File: src/design/io_pkg.sv
// Shared I/O bus types, register map and status bit positions for the board I/O RTL
`default_nettype none

package io_pkg;

	// Bus types
	typedef logic [15:0] io_addr_t;
	typedef logic [31:0] io_data_t;

	// Active-low segment pattern, one digit
	typedef logic [6:0] seg_t;
	typedef logic [7:0] uart_byte_t;

	// Register byte offsets on the I/O bus
	localparam io_addr_t REG_RED_LED = 16'h0000;
	localparam io_addr_t REG_GREEN_LED = 16'h0004;
	localparam io_addr_t REG_HEX0 = 16'h0008;
	localparam io_addr_t REG_HEX1 = 16'h000c;
	localparam io_addr_t REG_HEX2 = 16'h0010;
	localparam io_addr_t REG_HEX3 = 16'h0014;
	localparam io_addr_t REG_UART_STATUS = 16'h0018;
	localparam io_addr_t REG_UART_DATA = 16'h001c;

	// LED register widths
	localparam int RED_LED_BITS = 18;
	localparam int GREEN_LED_BITS = 9;

	// One-hot select positions for the display registers
	localparam int NUM_DISPLAY_REGS = 6;
	localparam int SEL_RED_LED = 0;
	localparam int SEL_GREEN_LED = 1;
	localparam int SEL_HEX0 = 2;
	localparam int SEL_HEX1 = 3;
	localparam int SEL_HEX2 = 4;
	localparam int SEL_HEX3 = 5;

	// UART status word
	localparam int UART_STATUS_BITS = 2;
	localparam int STATUS_TX_READY = 0;
	localparam int STATUS_TX_IDLE = 1;

endpackage

`default_nettype wire
File: src/design/io_subsystem.sv
// Board I/O top: bus decoder, LED/display registers and UART transmitter behind one bus port
`timescale 1ns/1ps
`default_nettype none

module io_subsystem #(
	parameter int BAUD_DIVIDE = 54,
	parameter int TX_FIFO_DEPTH = 8
)(
	input wire logic clk,
	input wire logic reset,
	input wire logic io_write_en,
	input wire logic io_read_en,
	input wire io_pkg::io_addr_t io_address,
	input wire io_pkg::io_data_t io_write_data,
	output io_pkg::io_data_t io_read_data,
	output logic [io_pkg::RED_LED_BITS-1:0] red_led,
	output logic [io_pkg::GREEN_LED_BITS-1:0] green_led,
	output io_pkg::seg_t hex0,
	output io_pkg::seg_t hex1,
	output io_pkg::seg_t hex2,
	output io_pkg::seg_t hex3,
	output logic uart_tx);

	// Decoder to block strobes
	logic [io_pkg::NUM_DISPLAY_REGS-1:0] led_sel;
	logic led_write_en;
	logic uart_write_en;

	// Transmitter back to the read mux
	logic [io_pkg::UART_STATUS_BITS-1:0] uart_status;

	io_decode io_decode_inst(
		.clk(clk),
		.reset(reset),
		.io_write_en(io_write_en),
		.io_read_en(io_read_en),
		.io_address(io_address),
		.io_read_data(io_read_data),
		.led_sel(led_sel),
		.led_write_en(led_write_en),
		.uart_write_en(uart_write_en),
		.uart_status(uart_status));

	// Write data goes straight from the bus to both blocks
	led_display_regs led_display_regs_inst(
		.clk(clk),
		.reset(reset),
		.led_sel(led_sel),
		.led_write_en(led_write_en),
		.io_write_data(io_write_data),
		.red_led(red_led),
		.green_led(green_led),
		.hex0(hex0),
		.hex1(hex1),
		.hex2(hex2),
		.hex3(hex3));

	uart_transmit #(
		.BAUD_DIVIDE(BAUD_DIVIDE),
		.TX_FIFO_DEPTH(TX_FIFO_DEPTH)
	) uart_transmit_inst(
		.clk(clk),
		.reset(reset),
		.uart_write_en(uart_write_en),
		.io_write_data(io_write_data),
		.uart_status(uart_status),
		.uart_tx(uart_tx));

endmodule

`default_nettype wire

File: src/design/uart_transmit.sv
// UART transmitter with a small FIFO, sending 8N1 frames and reporting ready/idle status
`timescale 1ns/1ps
`default_nettype none

module uart_transmit #(
	parameter int BAUD_DIVIDE = 54,
	parameter int TX_FIFO_DEPTH = 8
)(
	input wire logic clk,
	input wire logic reset,
	input wire logic uart_write_en,
	input wire io_pkg::io_data_t io_write_data,
	output logic [io_pkg::UART_STATUS_BITS-1:0] uart_status,
	output logic uart_tx);

	// Depth is a power of two, pointers wrap on their own
	localparam int PTR_BITS = $clog2(TX_FIFO_DEPTH);
	localparam int COUNT_BITS = $clog2(TX_FIFO_DEPTH + 1);
	localparam int BAUD_BITS = $clog2(BAUD_DIVIDE + 1);

	typedef enum logic [1:0] {
		TX_IDLE,
		TX_START,
		TX_DATA,
		TX_STOP
	} tx_state_t;

	io_pkg::uart_byte_t fifo_mem[TX_FIFO_DEPTH];
	logic [PTR_BITS-1:0] wr_ptr;
	logic [PTR_BITS-1:0] rd_ptr;
	logic [COUNT_BITS-1:0] fifo_count;
	logic fifo_full;
	logic fifo_empty;
	logic push;
	logic load_frame;

	tx_state_t state;
	logic [BAUD_BITS-1:0] baud_count;
	logic baud_done;
	logic [2:0] bit_count;
	io_pkg::uart_byte_t shifter;

	assign fifo_full = fifo_count == COUNT_BITS'(TX_FIFO_DEPTH);
	assign fifo_empty = fifo_count == '0;

	// Writes into a full FIFO are dropped
	assign push = uart_write_en && !fifo_full;

	assign baud_done = baud_count == BAUD_BITS'(BAUD_DIVIDE - 1);

	// Pull the head byte when idle or right at the end of a stop bit
	assign load_frame = !fifo_empty && (state == TX_IDLE || (state == TX_STOP && baud_done));

	always_ff @(posedge clk)
	begin
		if (push)
			fifo_mem[wr_ptr] <= io_pkg::uart_byte_t'(io_write_data);
	end

	always_ff @(posedge clk or posedge reset)
	begin
		if (reset)
		begin
			wr_ptr <= '0;
			rd_ptr <= '0;
			fifo_count <= '0;
		end
		else
		begin
			if (push)
				wr_ptr <= wr_ptr + 1'b1;

			if (load_frame)
				rd_ptr <= rd_ptr + 1'b1;

			// Simultaneous push and pop leaves the count alone
			if (push && !load_frame)
				fifo_count <= fifo_count + 1'b1;
			else if (load_frame && !push)
				fifo_count <= fifo_count - 1'b1;
		end
	end

	// Frame FSM, each bit held for BAUD_DIVIDE cycles
	always_ff @(posedge clk or posedge reset)
	begin
		if (reset)
		begin
			state <= TX_IDLE;
			baud_count <= '0;
			bit_count <= '0;
		end
		else if (load_frame)
		begin
			state <= TX_START;
			baud_count <= '0;
		end
		else if (state != TX_IDLE)
		begin
			if (!baud_done)
				baud_count <= baud_count + 1'b1;
			else
			begin
				baud_count <= '0;
				case (state)
					TX_START:
					begin
						state <= TX_DATA;
						bit_count <= '0;
					end

					TX_DATA:
					begin
						// Eighth bit done, go to stop
						if (bit_count == 3'd7)
							state <= TX_STOP;
						else
							bit_count <= bit_count + 1'b1;
					end

					default:
						state <= TX_IDLE;
				endcase
			end
		end
	end

	// LSB first, shift after each data bit
	always_ff @(posedge clk)
	begin
		if (load_frame)
			shifter <= fifo_mem[rd_ptr];
		else if (state == TX_DATA && baud_done)
			shifter <= shifter >> 1;
	end

	// Line idles high, start bit low
	always_comb
	begin
		case (state)
			TX_START: uart_tx = 1'b0;
			TX_DATA: uart_tx = shifter[0];
			default: uart_tx = 1'b1;
		endcase
	end

	always_comb
	begin
		uart_status = '0;
		uart_status[io_pkg::STATUS_TX_READY] = !fifo_full;
		uart_status[io_pkg::STATUS_TX_IDLE] = state == TX_IDLE && fifo_empty;
	end

endmodule

`default_nettype wire

File: src/design/led_display_regs.sv
// Red/green LED and seven-segment digit registers, loaded by bus writes from the decoder
`timescale 1ns/1ps
`default_nettype none

module led_display_regs(
	input wire logic clk,
	input wire logic reset,
	input wire logic [io_pkg::NUM_DISPLAY_REGS-1:0] led_sel,
	input wire logic led_write_en,
	input wire io_pkg::io_data_t io_write_data,
	output logic [io_pkg::RED_LED_BITS-1:0] red_led,
	output logic [io_pkg::GREEN_LED_BITS-1:0] green_led,
	output io_pkg::seg_t hex0,
	output io_pkg::seg_t hex1,
	output io_pkg::seg_t hex2,
	output io_pkg::seg_t hex3);

	// Segments are active low, so all ones is a dark digit
	localparam io_pkg::seg_t SEG_BLANK = '1;

	always_ff @(posedge clk or posedge reset)
	begin
		if (reset)
		begin
			red_led <= '0;
			green_led <= '0;
			hex0 <= SEG_BLANK;
			hex1 <= SEG_BLANK;
			hex2 <= SEG_BLANK;
			hex3 <= SEG_BLANK;
		end
		else if (led_write_en)
		begin
			// Each register keeps only the low bits that fit
			if (led_sel[io_pkg::SEL_RED_LED])
				red_led <= io_write_data[io_pkg::RED_LED_BITS-1:0];

			if (led_sel[io_pkg::SEL_GREEN_LED])
				green_led <= io_write_data[io_pkg::GREEN_LED_BITS-1:0];

			// Digit patterns, bit 0 is segment a
			if (led_sel[io_pkg::SEL_HEX0])
				hex0 <= io_pkg::seg_t'(io_write_data);

			if (led_sel[io_pkg::SEL_HEX1])
				hex1 <= io_pkg::seg_t'(io_write_data);

			if (led_sel[io_pkg::SEL_HEX2])
				hex2 <= io_pkg::seg_t'(io_write_data);

			if (led_sel[io_pkg::SEL_HEX3])
				hex3 <= io_pkg::seg_t'(io_write_data);
		end
	end

endmodule

`default_nettype wire

File: src/design/io_decode.sv
// I/O address decoder: turns bus writes into block strobes and registers read data
`timescale 1ns/1ps
`default_nettype none

module io_decode(
	input wire logic clk,
	input wire logic reset,
	input wire logic io_write_en,
	input wire logic io_read_en,
	input wire io_pkg::io_addr_t io_address,
	output io_pkg::io_data_t io_read_data,
	output logic [io_pkg::NUM_DISPLAY_REGS-1:0] led_sel,
	output logic led_write_en,
	output logic uart_write_en,
	input wire logic [io_pkg::UART_STATUS_BITS-1:0] uart_status);

	logic status_hit;

	// Word compare, byte lane bits ignored
	function automatic logic is_reg(input io_pkg::io_addr_t addr,
		input io_pkg::io_addr_t offset);
		return addr[15:2] == offset[15:2];
	endfunction

	// Select is a pure address decode
	// Gated by the shared enable below
	always_comb
	begin
		led_sel = '0;
		led_sel[io_pkg::SEL_RED_LED] = is_reg(io_address, io_pkg::REG_RED_LED);
		led_sel[io_pkg::SEL_GREEN_LED] = is_reg(io_address, io_pkg::REG_GREEN_LED);
		led_sel[io_pkg::SEL_HEX0] = is_reg(io_address, io_pkg::REG_HEX0);
		led_sel[io_pkg::SEL_HEX1] = is_reg(io_address, io_pkg::REG_HEX1);
		led_sel[io_pkg::SEL_HEX2] = is_reg(io_address, io_pkg::REG_HEX2);
		led_sel[io_pkg::SEL_HEX3] = is_reg(io_address, io_pkg::REG_HEX3);
	end

	// Display block strobe only when some display register matches
	assign led_write_en = io_write_en && (led_sel != '0);

	// Data port of the transmitter
	assign uart_write_en = io_write_en && is_reg(io_address, io_pkg::REG_UART_DATA);

	assign status_hit = is_reg(io_address, io_pkg::REG_UART_STATUS);

	// Read data shows up the cycle after the strobe
	// Holds until the next read
	always_ff @(posedge clk or posedge reset)
	begin
		if (reset)
			io_read_data <= '0;
		else if (io_read_en)
		begin
			// Status is the only readable register
			// Everything else, write-only or unmapped, reads zero
			if (status_hit)
				io_read_data <= io_pkg::io_data_t'(uart_status);
			else
				io_read_data <= '0;
		end
	end

endmodule

`default_nettype wire

File: config.mk
export PLATFORM = sky130hd
export DESIGN_NAME = io_subsystem
export DESIGN_NICKNAME = d
export VERILOG_FILES = /design/src/design/io_pkg.sv /design/src/design/io_subsystem.sv /design/src/design/uart_transmit.sv /design/src/design/led_display_regs.sv /design/src/design/io_decode.sv
export SDC_FILE = /design/constraint.sdc
export NUM_CORES = 1
export LEC_CHECK = 0
export BUFFER_PORTS_ARGS = -buffer_cell sky130_fd_sc_hd__buf_2
export CORE_ASPECT_RATIO = 0.7
export CORE_MARGIN = 5
export CORE_UTILIZATION = 40
export CTS_CLUSTER_SIZE = 10
export DETAILED_ROUTE_END_ITERATION = 6
export GPL_TIMING_DRIVEN = 1
export SYNTH_ARGS = -nofsm -noshare
export SYNTH_HDL_FRONTEND = slang
export SYNTH_SLANG_ARGS = --single-unit
export TNS_END_PERCENT = 5
File: constraint.sdc
create_clock -name clk -period 3.56 [get_ports clk]
set_input_delay 0.712 -clock clk [delete_from_list [all_inputs] [get_ports clk]]
set_output_delay 0.712 -clock clk [all_outputs]
set_load 0.01 [all_outputs]
==> flow_summary_export.csv <==
group,metric,value,unit
status,outcome,"finished, final reports clean",
finish,diodes,0,
global_route,antenna_found_initial,0,
global_route,grt_pass1_wl,22.2,mm
detailed_routing,vias_per_cell,4.83,
synthesis,synthArstFlopShare,52.0,%
floorplan,rows,39,
floorplan,ios,140,
sta,layout_worst_path_cycle_share,93.4,%
detailed_routing,drc,0,
worst_setup_path,worstPathCellList,"and4b_1 > a31o_2 > and2_4 > inv_2 > ha_1 > inv_1 > ha_1 > a21o_1 > a2111oi_1 > a31oi_1 > a221o_1",
synthesis,synth_largest_area_cell,"edfxtp_1",
flow_run,drv_cap,0,
worst_setup_path,slowest_delay,0.43,ns
detailed_routing,drt_wl_total,13.5,mm
global_route,grtUsageMet3,6.13,%
pwr,internal_power,0.00282,W
min_path,holdCritPathClass,"in -> async",
synthesis,synth_ff_type,"edfxtp_1",
global_route,met2_usage,21.8,%
sta,final-setup-viol-count,0,
synthesis,synthesis.area,6670,µm²
clocking,clkLatencyLatePin,0.42,ns
clocking,cts_resized,0,
placed_design,hpwlAfterDp,9.47,mm
synthesis,ys_seq_elements,150,
placed_design,gp_congestion,0.781,
global_route,grt_max_degree,31,
worst_setup_path,arrival,3.62,ns
clocking,cts_htree_levels,4,
worst_setup_path,crit_required,3.86,ns
global_route,overflow,0,
pwr,total_power,0.00359,W
clocking,clk_path_buf_depth,2,
pwr,vdd.ir_drop.worst,0.302,mV
clocking,clkTransAtPathRegs,0.06,ns
global_route,grt_pass1_vias,4070,
worst_setup_path,crit_path_max_fanout,10,
clocking,cts_setup_buffers,0,
pwr,p_switching,0.000769,W
global_route,met1_usage,20.2,%
worst_setup_path,worst-path-buf-inv,2,
floorplan,die_x,164,µm
synthesis,yosysWarningCount,0,
finish,syn_to_final_growth,18.0,%
pwr,switching_share,21.4,%
synthesis,yosys.area.top_type_share,32.4,%
clocking,cts_hold_buf,0,
sta,hold_viol_final,0,
worst_setup_path,cp_common_cell,"ha_1",
floorplan,start_util,40.8,%
worst_setup_path,worstSetupPathType,"reg -> reg",
synthesis,syn-instance-count,427,
worst_setup_path,path_delay_family,"compound AO/OA/AOI/OAI gates",
placed_design,port_buffers,93,
global_route,grt_use_total,14.9,%
global_route,top_usage_layer,"met2",
clocking,cts_buffers,17,
detailed_routing,postRouteAntennaNets,0,
sta,skew,0.0110,ns
clocking,clock_sinks,150,
pwr,p_leak,3.40,nW
pwr,power_density,456,nW/µm²
pwr,pwr-share-comb,2.5,%
worst_setup_path,endpoint_kind,"register",
finish,final_nets,603,
worst_setup_path,critPathSlowestCell,"dfrtp_1",
floorplan,die-area,19400,µm²
pwr,clkPwrFrac,46.8,%
detailed_routing,drtIter0Drc,148,
sta,period_minus_slack,3.32,ns
clocking,cts_tree,"yes",
clocking,root_buffer,"clkbuf_16",
sta,finalMaxSlewViolations,0,
synthesis,syn_area_per_cell,15.6,µm²
synthesis,synthTopCellsByArea,"edfxtp_1 (32%), dfrtp_1 (19%), dfstp_2 (11%)",
pwr,p_seq_share,50.7,%
sta,rsz0062_at_grt,"false",
detailed_routing,dr_total_vias,3743,
finish,layout-drive-gt1-share,46.4,%
worst_setup_path,crit_path_start_kind,"register",
sta,worst_pin_slew,0.834,ns
synthesis,ys_types,55,
sta,fmax,0.301,GHz
sta,slew_headroom,44.4,%
detailed_routing,dr.pass1.iters,4,
floorplan,die_height,118,µm
synthesis,synth-edff-count,72,
sta,setup_tns,0,ns
floorplan,core,16300,µm²
synthesis,synth_seq_area_share,62.2,%
detailed_routing,wl_per_cell,17.4,µm
-- Yosys cell counts, types with 4 or more instances --
library cell / n
nor2_1: 11
mux2i_1: 9
mux2_4: 18
xnor2_1: 6
a21oi_1: 20
o21ai_0: 6
mux4_2: 16
mux2_2: 40
inv_1: 10
buf_4: 30
buf_2: 4
nor3_4: 4
dfstp_2: 28
edfxtp_1: 72
nand2b_1: 6
dfrtp_1: 50
nand2_1: 14
nor3_1: 7
ha_1: 13
nand3_1: 10
-- final cells by class --
type | instances | area [µm²]
flip-flops and latches | 150 | 4150
repair buffers | 106 | 563
clock inverters | 11 | 86.3
clock buffers | 21 | 482
inverters | 11 | 41.3
multi-input cells | 251 | 2270
well taps | 225 | 282
fillers | 1408 | 8470
-- cell usage in the layout (no fill, tap or decap), types with 7 or more instances in the layout --
master	netlist	layout
buf_2	4	93
edfxtp_1	72	72
dfrtp_1	50	50
mux2_2	40	40
conb_1	1	30
dfstp_2	28	28
a21oi_1	20	20
mux2_4	18	18
clkbuf_16	0	18
mux4_2	16	16
nand2_1	14	13
ha_1	13	13
buf_4	30	13
nor2_1	11	11
nand3_1	10	10
inv_1	10	9
mux2i_1	9	9
nor3_1	7	7
-- layer usage --
layer  up-vias  wire [µm]
met2       112       5940
met3        16       1130
met5         -          0
met1      1856       6300
li1       1759          -
met4         0        130
-- flip-flops by register name (all words and copies together) (netlist names), 3 cells and up --
register / cells
led_display_regs_inst.green_led: 9
led_display_regs_inst.hex0: 7
led_display_regs_inst.hex1: 7
led_display_regs_inst.hex2: 7
led_display_regs_inst.hex3: 7
led_display_regs_inst.red_led: 18
uart_transmit_inst.baud_count: 6
uart_transmit_inst.bit_count: 3
uart_transmit_inst.fifo_count: 4
uart_transmit_inst.fifo_mem: 64
uart_transmit_inst.rd_ptr: 3
uart_transmit_inst.shifter: 8
uart_transmit_inst.wr_ptr: 3
-- worst register-to-register path, delay by kind of cell (launching register included) --
kind            cells  cell delay [ns]
fa+ha+maj           2             0.49
buf+inv             2             0.27
compound gates      5             1.34
simple gates        2             0.68
flops               1             0.43
-- cell families (layout without fill, tap and decap cells) --
kind of cell / Yosys count / after routing / share of synthesized area (%)
simple gates: 72 / 72 / 6.90
buf+inv: 55 / 149 / 5.44
flops: 150 / 150 / 62.2
mux: 84 / 84 / 17.7
xor+xnor: 7 / 7 / 0.919
other cells: 1 / 30 / 0.0562
compound gates: 44 / 44 / 4.01
fa+ha+maj: 14 / 14 / 2.74
-- through the flow --
stage	instance area, µm²	hold slack [ns]	std cells	setup WS [ns]	util (%)
after floorplan	6780	0.477	456	0.419	-
after global placement	7300	0.487	743	0.126	44.7
after detailed placement	7300	0.488	743	0.0346	44.7
after CTS	7870	0.348	775	0.138	48.1
after global routing	7870	0.386	775	0.0297	48.2
final	7870	0.350	775	0.237	48.2
-- path summary, 6_finish.rpt --
path                                             startpoint                               end  slack [ns]  cells after the start
setup / recovery           uart_transmit_inst.baud_count[3]  uart_transmit_inst.fifo_count[3]        0.24                     11
hold / removal                                        reset      uart_transmit_inst.wr_ptr[1]        0.35                      2
setup reg to reg           uart_transmit_inst.baud_count[3]  uart_transmit_inst.fifo_count[3]        0.24                     11
hold reg to reg            led_display_regs_inst.red_led[3]  led_display_regs_inst.red_led[3]        0.51                      1
max in group asynchronous                             reset     led_display_regs_inst.hex2[2]        2.38                      3
min in group clk           led_display_regs_inst.red_led[3]  led_display_regs_inst.red_led[3]        0.51                      1
-- power by group through the flow --
stage / Clock [W] / Combinational [W] / Sequential [W]
6_report: 0.00168 / 0.0000898 / 0.00182
5_1_grt: 0.00180 / 0.000103 / 0.00182
4_1_cts: 0.00172 / 0.0000910 / 0.00182
3_5_place_dp: 0 / 0.0000907 / 0.00185
3_3_place_gp: 0 / 0.0000875 / 0.00185
2_1_floorplan: 0 / 0.0000623 / 0.00185
Power figures use the tool's default switching activity.
